--- src/common/acq_pkg.sv ---
package acq_pkg;

    // ------------------------------------------------------------
    // Datapath widths
    // ------------------------------------------------------------

    // Sensing channels behind the analog mux
    localparam int NUM_CHAN   = 8;
    // ADC conversion result
    localparam int RESULT_W   = 16;
    // Channel tag stored with every FIFO word
    localparam int CHAN_IDX_W = 3;

    // Result FIFO geometry
    localparam int FIFO_DEPTH = 8;
    // Fill count must reach FIFO_DEPTH itself, so one bit wider than the pointer
    localparam int FIFO_CNT_W = 4;
    localparam int FIFO_PTR_W = 3;

    // ------------------------------------------------------------
    // Register map
    // ------------------------------------------------------------

    localparam int REG_ADDR_W = 6;
    localparam int REG_DATA_W = 8;

    // AFE control, temperature monitor enable lives here
    localparam logic [REG_ADDR_W-1:0] ADDR_AFE_CTRL = 6'h13;
    // Channel enable mask, one bit per channel
    localparam logic [REG_ADDR_W-1:0] ADDR_CHEN     = 6'h16;
    // Acquisition control, watermark and sampling enable
    localparam logic [REG_ADDR_W-1:0] ADDR_ACQ_CTRL = 6'h23;

    // Field positions inside the control registers
    localparam int AFE_ENMON_BIT = 3;
    localparam int ACQ_WM_LSB    = 2;
    localparam int ACQ_SAMP_BIT  = 7;

    // ------------------------------------------------------------
    // Temperature monitor FSM
    // ------------------------------------------------------------

    typedef enum logic [1:0] {
        TEMP_IDLE,
        TEMP_RUN,
        TEMP_HOLD
    } temp_state_e;

endpackage

--- src/hdl/acq_config_regs.sv ---
`timescale 1ns/10ps

module acq_config_regs (
    input  logic                            SAMPLE_CLK,
    input  logic                            nrst_sync,
    input  logic                            reg_wr,
    input  logic [acq_pkg::REG_ADDR_W-1:0]  reg_addr,
    input  logic [acq_pkg::REG_DATA_W-1:0]  reg_wdata,
    output logic [acq_pkg::NUM_CHAN-1:0]    chen,
    output logic                            ensamp_active,
    output logic [acq_pkg::FIFO_CNT_W-1:0]  watermark,
    output logic                            enmontsense
);

    // Raw sampling enable bit, before the channel mask test
    logic ensamp;

    // Address decode, one strobe per register
    logic wr_afe_ctrl;
    logic wr_chen;
    logic wr_acq_ctrl;

    assign wr_afe_ctrl = reg_wr && (reg_addr == acq_pkg::ADDR_AFE_CTRL);
    assign wr_chen     = reg_wr && (reg_addr == acq_pkg::ADDR_CHEN);
    assign wr_acq_ctrl = reg_wr && (reg_addr == acq_pkg::ADDR_ACQ_CTRL);

    // ------------------------------------------------------------
    // Register fields
    // ------------------------------------------------------------

    // Unlisted addresses fall through and leave every field alone
    always_ff @(posedge SAMPLE_CLK or negedge nrst_sync) begin
        if (!nrst_sync) begin
            chen        <= '0;
            ensamp      <= 1'b0;
            watermark   <= '0;
            enmontsense <= 1'b0;
        end else begin
            if (wr_afe_ctrl) begin
                enmontsense <= reg_wdata[acq_pkg::AFE_ENMON_BIT];
            end
            if (wr_chen) begin
                chen <= reg_wdata[acq_pkg::NUM_CHAN-1:0];
            end
            if (wr_acq_ctrl) begin
                ensamp    <= reg_wdata[acq_pkg::ACQ_SAMP_BIT];
                watermark <= reg_wdata[acq_pkg::ACQ_WM_LSB +: acq_pkg::FIFO_CNT_W];
            end
        end
    end

    // Sampling only counts when some channel is enabled
    // Downstream blocks use this level and never the raw bit
    assign ensamp_active = ensamp && (|chen);

endmodule

--- src/hdl/channel_sequencer.sv ---
`timescale 1ns/10ps

module channel_sequencer (
    input  logic                            SAMPLE_CLK,
    input  logic                            nrst_sync,
    input  logic                            done,
    input  logic                            narst,
    input  logic                            ensamp_active,
    input  logic [acq_pkg::NUM_CHAN-1:0]    chen,
    output logic [acq_pkg::NUM_CHAN-1:0]    atmchsel,
    output logic                            done_qual,
    output logic [acq_pkg::CHAN_IDX_W-1:0]  data_chan,
    output logic                            last_word
);

    logic                            discard_first;
    logic                            ensamp_q;
    logic [acq_pkg::NUM_CHAN-1:0]    chen_q;
    logic                            reload;
    logic [acq_pkg::CHAN_IDX_W-1:0]  chan_q;
    logic [acq_pkg::CHAN_IDX_W-1:0]  sel_chan;
    logic [acq_pkg::CHAN_IDX_W-1:0]  low_chan;
    logic [acq_pkg::CHAN_IDX_W-1:0]  high_chan;
    logic [acq_pkg::CHAN_IDX_W-1:0]  next_chan;

    // Lowest set bit of the mask
    function automatic logic [acq_pkg::CHAN_IDX_W-1:0] lowest_en(
        input logic [acq_pkg::NUM_CHAN-1:0] mask
    );
        logic [acq_pkg::CHAN_IDX_W-1:0] idx;
        idx = '0;
        for (int i = acq_pkg::NUM_CHAN - 1; i >= 0; i--) begin
            if (mask[i]) idx = acq_pkg::CHAN_IDX_W'(i);
        end
        return idx;
    endfunction

    // Highest set bit of the mask
    function automatic logic [acq_pkg::CHAN_IDX_W-1:0] highest_en(
        input logic [acq_pkg::NUM_CHAN-1:0] mask
    );
        logic [acq_pkg::CHAN_IDX_W-1:0] idx;
        idx = '0;
        for (int i = 0; i < acq_pkg::NUM_CHAN; i++) begin
            if (mask[i]) idx = acq_pkg::CHAN_IDX_W'(i);
        end
        return idx;
    endfunction

    // Next enabled channel above cur, wrapping round to the bottom
    function automatic logic [acq_pkg::CHAN_IDX_W-1:0] next_en(
        input logic [acq_pkg::NUM_CHAN-1:0]   mask,
        input logic [acq_pkg::CHAN_IDX_W-1:0] cur
    );
        logic [acq_pkg::CHAN_IDX_W-1:0] idx;
        int                             j;
        idx = cur;
        // Walk the offsets downward so the nearest hit is kept
        for (int k = acq_pkg::NUM_CHAN; k >= 1; k--) begin
            j = (int'(cur) + k) % acq_pkg::NUM_CHAN;
            if (mask[j]) idx = acq_pkg::CHAN_IDX_W'(j);
        end
        return idx;
    endfunction

    // ------------------------------------------------------------
    // DONE qualification
    // ------------------------------------------------------------

    // Re-armed whenever the ADC is held off
    always_ff @(posedge SAMPLE_CLK or negedge nrst_sync) begin
        if (!nrst_sync) begin
            discard_first <= 1'b1;
        end else if (!narst) begin
            discard_first <= 1'b1;
        end else if (discard_first && done) begin
            discard_first <= 1'b0;
        end
    end

    // Startup DONE swallowed, later ones pass with no delay
    assign done_qual = done && !discard_first;

    // ------------------------------------------------------------
    // Round-robin channel select
    // ------------------------------------------------------------

    always_ff @(posedge SAMPLE_CLK or negedge nrst_sync) begin
        if (!nrst_sync) begin
            ensamp_q <= 1'b0;
            chen_q   <= '0;
            chan_q   <= '0;
        end else begin
            ensamp_q <= ensamp_active;
            chen_q   <= chen;
            // Step only on conversions that belong to the sampling stream
            if (done_qual && ensamp_active) chan_q <= next_chan;
            else chan_q <= sel_chan;
        end
    end

    // Start of sampling or a new mask restarts from the bottom
    assign reload    = (ensamp_active && !ensamp_q) || (chen != chen_q);
    assign low_chan  = lowest_en(chen);
    assign high_chan = highest_en(chen);
    assign sel_chan  = reload ? low_chan : chan_q;
    assign next_chan = next_en(chen, sel_chan);

    assign data_chan = sel_chan;
    assign atmchsel  = ensamp_active ? (acq_pkg::NUM_CHAN'(1) << sel_chan) : '0;
    assign last_word = ensamp_active && (sel_chan == high_chan);

endmodule

--- src/sample_fifo/sample_fifo.sv ---
`timescale 1ns/10ps

module sample_fifo (
    input  logic                            SAMPLE_CLK,
    input  logic                            nrst_sync,
    input  logic [acq_pkg::RESULT_W-1:0]    result,
    input  logic                            done_qual,
    input  logic [acq_pkg::CHAN_IDX_W-1:0]  data_chan,
    input  logic                            ensamp_active,
    input  logic                            temp_run,
    input  logic [acq_pkg::FIFO_CNT_W-1:0]  watermark,
    input  logic                            fifo_pop,
    output logic [acq_pkg::RESULT_W-1:0]    fifo_rd_data,
    output logic [acq_pkg::CHAN_IDX_W-1:0]  fifo_rd_chan,
    output logic                            data_rdy,
    output logic                            fifo_overflow,
    output logic                            fifo_underflow,
    output logic                            irq
);

    // Tagged storage, result and channel side by side
    logic [acq_pkg::RESULT_W-1:0]    mem_data [acq_pkg::FIFO_DEPTH];
    logic [acq_pkg::CHAN_IDX_W-1:0]  mem_chan [acq_pkg::FIFO_DEPTH];

    logic [acq_pkg::FIFO_PTR_W-1:0]  wr_ptr;
    logic [acq_pkg::FIFO_PTR_W-1:0]  rd_ptr;
    logic [acq_pkg::FIFO_CNT_W-1:0]  count;

    logic full;
    logic empty;
    logic wr_req;
    logic wr_ok;
    logic pop_ok;
    logic ensamp_q;
    logic samp_stop;

    assign full  = (count == acq_pkg::FIFO_CNT_W'(acq_pkg::FIFO_DEPTH));
    assign empty = (count == '0);

    // Temperature conversions never land in the sample stream
    assign wr_req = done_qual && ensamp_active && !temp_run;
    assign pop_ok = fifo_pop && !empty;
    // A pop in the same cycle frees the slot for a full FIFO
    assign wr_ok  = wr_req && (!full || pop_ok);

    // ------------------------------------------------------------
    // Storage and pointers
    // ------------------------------------------------------------

    always_ff @(posedge SAMPLE_CLK) begin
        if (wr_ok) begin
            mem_data[wr_ptr] <= result;
            mem_chan[wr_ptr] <= data_chan;
        end
    end

    // Depth is a power of two, pointers wrap on their own
    always_ff @(posedge SAMPLE_CLK or negedge nrst_sync) begin
        if (!nrst_sync) begin
            wr_ptr <= '0;
            rd_ptr <= '0;
            count  <= '0;
        end else begin
            if (wr_ok) wr_ptr <= wr_ptr + 1'b1;
            if (pop_ok) rd_ptr <= rd_ptr + 1'b1;
            case ({wr_ok, pop_ok})
                2'b10:   count <= count + 1'b1;
                2'b01:   count <= count - 1'b1;
                default: count <= count;
            endcase
        end
    end

    // Head word, visible without a read cycle
    assign fifo_rd_data = mem_data[rd_ptr];
    assign fifo_rd_chan = mem_chan[rd_ptr];

    assign data_rdy = !empty && (count >= watermark);

    // ------------------------------------------------------------
    // Sticky error flags
    // ------------------------------------------------------------

    assign samp_stop = ensamp_q && !ensamp_active;

    always_ff @(posedge SAMPLE_CLK or negedge nrst_sync) begin
        if (!nrst_sync) begin
            ensamp_q       <= 1'b0;
            fifo_overflow  <= 1'b0;
            fifo_underflow <= 1'b0;
        end else begin
            ensamp_q <= ensamp_active;
            // End of sampling wins over a new error on the same edge
            if (samp_stop) begin
                fifo_overflow  <= 1'b0;
                fifo_underflow <= 1'b0;
            end else begin
                // Dropped word
                if (wr_req && !wr_ok) fifo_overflow <= 1'b1;
                if (fifo_pop && empty) fifo_underflow <= 1'b1;
            end
        end
    end

    assign irq = fifo_overflow || fifo_underflow;

endmodule

--- src/hdl/temp_monitor.sv ---
`timescale 1ns/10ps

module temp_monitor (
    input  logic                          SAMPLE_CLK,
    input  logic                          nrst_sync,
    input  logic                          enmontsense,
    input  logic                          done_qual,
    input  logic [acq_pkg::RESULT_W-1:0]  result,
    output logic                          temp_run,
    output logic [acq_pkg::RESULT_W-1:0]  tempval,
    output logic                          temp_valid
);

    acq_pkg::temp_state_e state;
    acq_pkg::temp_state_e state_nxt;

    logic enmon_q;
    logic enmon_rise;

    // Request is the enable edge, a held level asks only once
    assign enmon_rise = enmontsense && !enmon_q;

    // ------------------------------------------------------------
    // Next state
    // ------------------------------------------------------------

    always_comb begin
        state_nxt = state;
        case (state)
            acq_pkg::TEMP_IDLE: begin
                if (enmon_rise) state_nxt = acq_pkg::TEMP_RUN;
            end
            acq_pkg::TEMP_RUN: begin
                // Abort beats capture
                if (!enmontsense) state_nxt = acq_pkg::TEMP_IDLE;
                else if (done_qual) state_nxt = acq_pkg::TEMP_HOLD;
            end
            acq_pkg::TEMP_HOLD: begin
                if (!enmontsense) state_nxt = acq_pkg::TEMP_IDLE;
            end
            default: state_nxt = acq_pkg::TEMP_IDLE;
        endcase
    end

    // ------------------------------------------------------------
    // State, capture and valid flag
    // ------------------------------------------------------------

    always_ff @(posedge SAMPLE_CLK or negedge nrst_sync) begin
        if (!nrst_sync) begin
            state      <= acq_pkg::TEMP_IDLE;
            enmon_q    <= 1'b0;
            tempval    <= '0;
            temp_valid <= 1'b0;
        end else begin
            state   <= state_nxt;
            enmon_q <= enmontsense;
            // Old value stays valid until a fresh run begins
            if (state == acq_pkg::TEMP_IDLE && enmon_rise) temp_valid <= 1'b0;
            // One result per request
            if (state == acq_pkg::TEMP_RUN && enmontsense && done_qual) begin
                tempval    <= result;
                temp_valid <= 1'b1;
            end
        end
    end

    // Keeps the ADC running for the one-shot
    assign temp_run = (state == acq_pkg::TEMP_RUN);

endmodule

--- src/hdl/acq_top.sv ---
`timescale 1ns/10ps

module acq_top (
    input  logic                            SAMPLE_CLK,
    input  logic                            nrst_sync,
    // Register write port
    input  logic                            reg_wr,
    input  logic [acq_pkg::REG_ADDR_W-1:0]  reg_addr,
    input  logic [acq_pkg::REG_DATA_W-1:0]  reg_wdata,
    // ADC side
    input  logic [acq_pkg::RESULT_W-1:0]    result,
    input  logic                            done,
    // FIFO readout
    input  logic                            fifo_pop,
    output logic                            narst,
    output logic [acq_pkg::NUM_CHAN-1:0]    atmchsel,
    output logic                            last_word,
    output logic [acq_pkg::RESULT_W-1:0]    fifo_rd_data,
    output logic [acq_pkg::CHAN_IDX_W-1:0]  fifo_rd_chan,
    output logic                            data_rdy,
    output logic                            fifo_overflow,
    output logic                            fifo_underflow,
    output logic                            irq,
    // Temperature result
    output logic [acq_pkg::RESULT_W-1:0]    tempval,
    output logic                            temp_valid
);

    // Config outputs
    logic [acq_pkg::NUM_CHAN-1:0]    chen;
    logic                            ensamp_active;
    logic [acq_pkg::FIFO_CNT_W-1:0]  watermark;
    logic                            enmontsense;

    // Sequencer outputs
    logic                            done_qual;
    logic [acq_pkg::CHAN_IDX_W-1:0]  data_chan;

    // Temperature one-shot in progress
    logic                            temp_run;

    // ------------------------------------------------------------
    // Configuration and sequencing
    // ------------------------------------------------------------

    acq_config_regs u_cfg (
        .SAMPLE_CLK    (SAMPLE_CLK),
        .nrst_sync     (nrst_sync),
        .reg_wr        (reg_wr),
        .reg_addr      (reg_addr),
        .reg_wdata     (reg_wdata),
        .chen          (chen),
        .ensamp_active (ensamp_active),
        .watermark     (watermark),
        .enmontsense   (enmontsense)
    );

    channel_sequencer u_seq (
        .SAMPLE_CLK    (SAMPLE_CLK),
        .nrst_sync     (nrst_sync),
        .done          (done),
        .narst         (narst),
        .ensamp_active (ensamp_active),
        .chen          (chen),
        .atmchsel      (atmchsel),
        .done_qual     (done_qual),
        .data_chan     (data_chan),
        .last_word     (last_word)
    );

    // ------------------------------------------------------------
    // Result paths
    // ------------------------------------------------------------

    sample_fifo u_fifo (
        .SAMPLE_CLK     (SAMPLE_CLK),
        .nrst_sync      (nrst_sync),
        .result         (result),
        .done_qual      (done_qual),
        .data_chan      (data_chan),
        .ensamp_active  (ensamp_active),
        .temp_run       (temp_run),
        .watermark      (watermark),
        .fifo_pop       (fifo_pop),
        .fifo_rd_data   (fifo_rd_data),
        .fifo_rd_chan   (fifo_rd_chan),
        .data_rdy       (data_rdy),
        .fifo_overflow  (fifo_overflow),
        .fifo_underflow (fifo_underflow),
        .irq            (irq)
    );

    temp_monitor u_temp (
        .SAMPLE_CLK  (SAMPLE_CLK),
        .nrst_sync   (nrst_sync),
        .enmontsense (enmontsense),
        .done_qual   (done_qual),
        .result      (result),
        .temp_run    (temp_run),
        .tempval     (tempval),
        .temp_valid  (temp_valid)
    );

    // ADC runs for the sample stream or a temperature one-shot
    assign narst = ensamp_active || temp_run;

endmodule

--- config.mk ---
export PLATFORM = sky130hd
export DESIGN_NAME = acq_top
export DESIGN_NICKNAME = d
export VERILOG_FILES = /design/src/common/acq_pkg.sv /design/src/hdl/acq_config_regs.sv /design/src/hdl/channel_sequencer.sv /design/src/sample_fifo/sample_fifo.sv /design/src/hdl/temp_monitor.sv /design/src/hdl/acq_top.sv
export SDC_FILE = /design/constraint.sdc
export NUM_CORES = 1
export LEC_CHECK = 0
export ABC_AREA = 1
export BUFFER_PORTS_ARGS = -buffer_cell sky130_fd_sc_hd__buf_2
export CAP_MARGIN = 20
export CORE_ASPECT_RATIO = 0.6
export CORE_UTILIZATION = 50
export CTS_BUF_LIST = sky130_fd_sc_hd__clkbuf_4
export CTS_CLUSTER_SIZE = 8
export DETAILED_ROUTE_END_ITERATION = 6
export PLACE_DENSITY = 0.79
export REMOVE_ABC_BUFFERS = 1
export SYNTH_ARGS = -nofsm -noshare
export SYNTH_HDL_FRONTEND = slang
export SYNTH_SLANG_ARGS = --single-unit
--- constraint.sdc ---
create_clock -name SAMPLE_CLK -period 6.9 [get_ports SAMPLE_CLK]
set_input_delay 0 -clock SAMPLE_CLK [delete_from_list [all_inputs] [get_ports SAMPLE_CLK]]
set_output_delay 0 -clock SAMPLE_CLK [all_outputs]
set_load 0.01 [all_outputs]
==> run metrics <==
DRT iter0 DRCs=828; layout overhead on the synthesized area=17.7%; remaining antenna violation count after routing=0; GR Overflow Total=0; Initial Util=51.9%; sequential area share after synthesis=63.4%; P per Cell Area=351 nW/µm²; worst path cell trace=inv_2, nand2_1, nor2_2, nand2_2, nand2_1, nor2_1, inv_1, nor2_1, nand2_1, inv_1, nand2_1, nor2_2; CP Class=flip-flop to flip-flop; CP max FO=19; Pre-Repair DR Iteration Count=5; Leakage Power=4.82 nW; Mapped Cells=959; cell chosen for the clock root=clkbuf_4; per-cell routed wire length=16.7 µm; most frequent cells in the layout=nand2_1, nor2_1, edfxtp_1; Hold Path Class=primary input to flip-flop; CP dominant cell by count=nand2_1; Distinct cells, synth=37; IO Pins=85; total CTS buffers=48; async set-reset flop share out of synthesis=28.0%; clk slew on worst S/H paths=70 ps; hpwl dp=15100 µm; Die Y-Extent=109 µm; period utilization=46.5%; status=complete, no violations; Tightest Pin Transition=1120 ps; Slew Viols, Final=0; share of layout cells above drive strength 1=19.9%; DIE WIDTH=180 µm; GPL Wtd Cong=0.939; crit-path max cell delay=890 ps; Max-slew headroom=25.2%; Inst Count DP=1257; Cell Int Power=0.00242 W; Fill cells=1492; clock skew=27.4 ps; initial antenna violation count=1; synthesized area=9530 µm²; Setup violations, final=0; Post-synth EDFFs=152; sequential fraction of design power=37.4%; first-pass GRT wire length=36700 µm; #FFs+latches synth=211; fmax=0.312 GHz; Sequential Area=6040 µm²; Clock Sinks=211; yosys warns=0; core area=18400 µm²; Max Cap Viol=0; drt via density=5.33; vias=7373; vias in the first global route=6957; PortBufs=84; Total Routing Usage GR=24.1%; num rows=38; clock share of power=24.9%; most common cell after layout, fill and taps aside=nand2_1; Required @ worst endpoint=7120 ps; Post-Layout Cell Count=1384; synthesized area per cell=9.94 µm²; largest net degree at the start of global routing=80; CTS tree=yes; setup TNS=0 ps; H-tree levels=2; later-pin clock latency in the skew report=620 ps; P_sw=0.00152 W; Final nets=1151; min Tclk post-route=3210 ps; Hold Vio Cnt, Final=0; Primary FF master, synth=edfxtp_1; CP max-delay cell=nor2_2; number of remaining DRC errors=0; footprint of the multi-input gates=3090 µm²; maximum clock path buffer count=3; Setup crit start kind=flip-flop; crit path capture type=flip-flop; combinational fraction of design power=37.7%; WL final=23100 µm; Net Sw Frac=38.7%; post-CTS setup buffers=0; RSZ-0062 raised after global routing=no; Worst VDD drop=189 µV; Worst EP arrival=3430 ps; die area=19600 µm²
-- sequential cells by signal, summed over array words and instances (netlist names), 2 cells and up --
name / cells
u_fifo.mem_data: 128
u_fifo.mem_chan: 24
u_temp.tempval: 16
u_cfg.chen: 8
u_seq.chen_q: 8
u_cfg.watermark: 4
u_fifo.count: 4
u_fifo.rd_ptr: 3
u_fifo.wr_ptr: 3
u_seq.chan_q: 3
u_temp.state: 2
-- critical path: cells and delay by family (launching register included) --
| family | cells | cell delay (ps) |
|---|---|---|
| buffers and inverters | 3 | 360 |
| flip-flops | 1 | 430 |
| AND/OR/NAND/NOR | 9 | 1990 |
-- final timing paths --
check | from | end | slack, ps | cells after the start
max | u_cfg.chen[2]$_DFFE_PN0P_ | u_fifo.mem_chan[3][0]$_DFFE_PP_ | 3690 | 12
min | done | u_seq.discard_first$_DFFE_PN1P_ | 80 | 3
max reg2reg | u_cfg.chen[2]$_DFFE_PN0P_ | u_fifo.mem_chan[3][0]$_DFFE_PP_ | 3690 | 12
min reg2reg | u_cfg.enmontsense$_DFFE_PN0P_ | u_temp.enmon_q$_DFF_PN0_ | 450 | 0
max in group asynchronous | nrst_sync | u_fifo.rd_ptr[0]$_DFFE_PN0P_ | 6190 | 3
min in group asynchronous | nrst_sync | u_cfg.chen[4]$_DFFE_PN0P_ | 100 | 3
-- routing by layer --
| metal | wire, µm | vias to the layer above | track usage, % | part of all wire (%) |
|---|---|---|---|---|
| met1 | 10700 | 3462 | 35.6 | 46 |
| met3 | 2030 | 35 | 5.08 | 8.8 |
| met5 | 0 | - | 0 | 0 |
| met2 | 10000 | 322 | 36.0 | 43 |
| li1 | - | 3554 | - | - |
| met4 | 384 | 0 | 7.08 | 1.7 |
-- cell type report --
cell class | count | share of cell area [%]
Timing Repair Buffer | 127 | 7.60
Clock buffer | 76 | 5.09
Clock inverter | 13 | 0.502
Multi-Input combinational cell | 637 | 27.6
Sequential cell | 211 | 53.9
Antenna cell | 1 | 0.0223
Tap cell | 240 | 2.68
Inverter | 79 | 2.64
-- kinds of logic (layout without fill, tap and decap cells) --
| logic type | after synthesis | in the layout | share of synthesized area [%] |
|---|---|---|---|
| XOR/XNOR | 8 | 8 | 0.735 |
| AO/OA/AOI/OAI | 162 | 162 | 9.20 |
| adder cells (fa/ha/maj) | 12 | 12 | 1.65 |
| buffers and inverters | 111 | 295 | 4.37 |
| AND/OR/NAND/NOR | 455 | 455 | 20.7 |
| other | 0 | 1 | 0 |
| flip-flops | 211 | 211 | 63.4 |
-- through the flow --
stage	utilization (%)	hold WS (ps)	cell area (µm²)	setup slack (ps)	total power [W]
final	61.1	79.9	11200	3690	0.00394
after global routing	61.1	107	11200	3470	0.00421
after CTS	60.8	55.1	11200	3620	0.00394
after detailed placement	55.6	175	10200	3740	0.00294
after global placement	55.6	177	10200	3830	0.00290
after floorplan	-	-296	9410	3830	0.00245
-- power by group through the flow --
stage                     Sequential, W  Combinational [W]  Clock [W]
after floorplan                 0.00155           0.000898          0
after global placement          0.00150            0.00141          0
after detailed placement        0.00150            0.00144          0
after CTS                       0.00147            0.00146    0.00100
after global routing            0.00148            0.00165    0.00107
final                           0.00148            0.00149   0.000981
-- Yosys cell counts (2+ instances only) --
| cell | n | area, µm² |
|---|---|---|
| nand3_4 | 3 | 52.6 |
| xnor2_1 | 3 | 26.3 |
| nand3_2 | 5 | 50.1 |
| nor2_1 | 174 | 653 |
| dfrtp_1 | 58 | 1450 |
| edfxtp_1 | 152 | 4560 |
| nand3_1 | 34 | 170 |
| nand3b_1 | 2 | 15.0 |
| nand2_1 | 205 | 769 |
| o21ai_2 | 2 | 17.5 |
| a21oi_1 | 21 | 105 |
| nor2_2 | 2 | 12.5 |
| buf_1 | 2 | 7.51 |
| xor2_1 | 5 | 43.8 |
| ha_1 | 11 | 138 |
| o21ai_0 | 96 | 480 |
| nand4_1 | 4 | 25.0 |
| inv_2 | 10 | 37.5 |
| a31oi_1 | 20 | 125 |
| nand2_2 | 12 | 75.1 |
| o22ai_1 | 19 | 119 |
| inv_1 | 68 | 255 |
| clkbuf_1 | 30 | 113 |
| nand2_4 | 8 | 90.1 |
-- timing repair --
action / 4_1_cts / 5_1_grt
gates resized for setup: 0 / 0
hold buffers: 34 / 0
endpoints found under the setup margin: 0 / 0
hold endpoints to repair: 228 / 0
No activity file was read; power rests on OpenSTA's default activity.
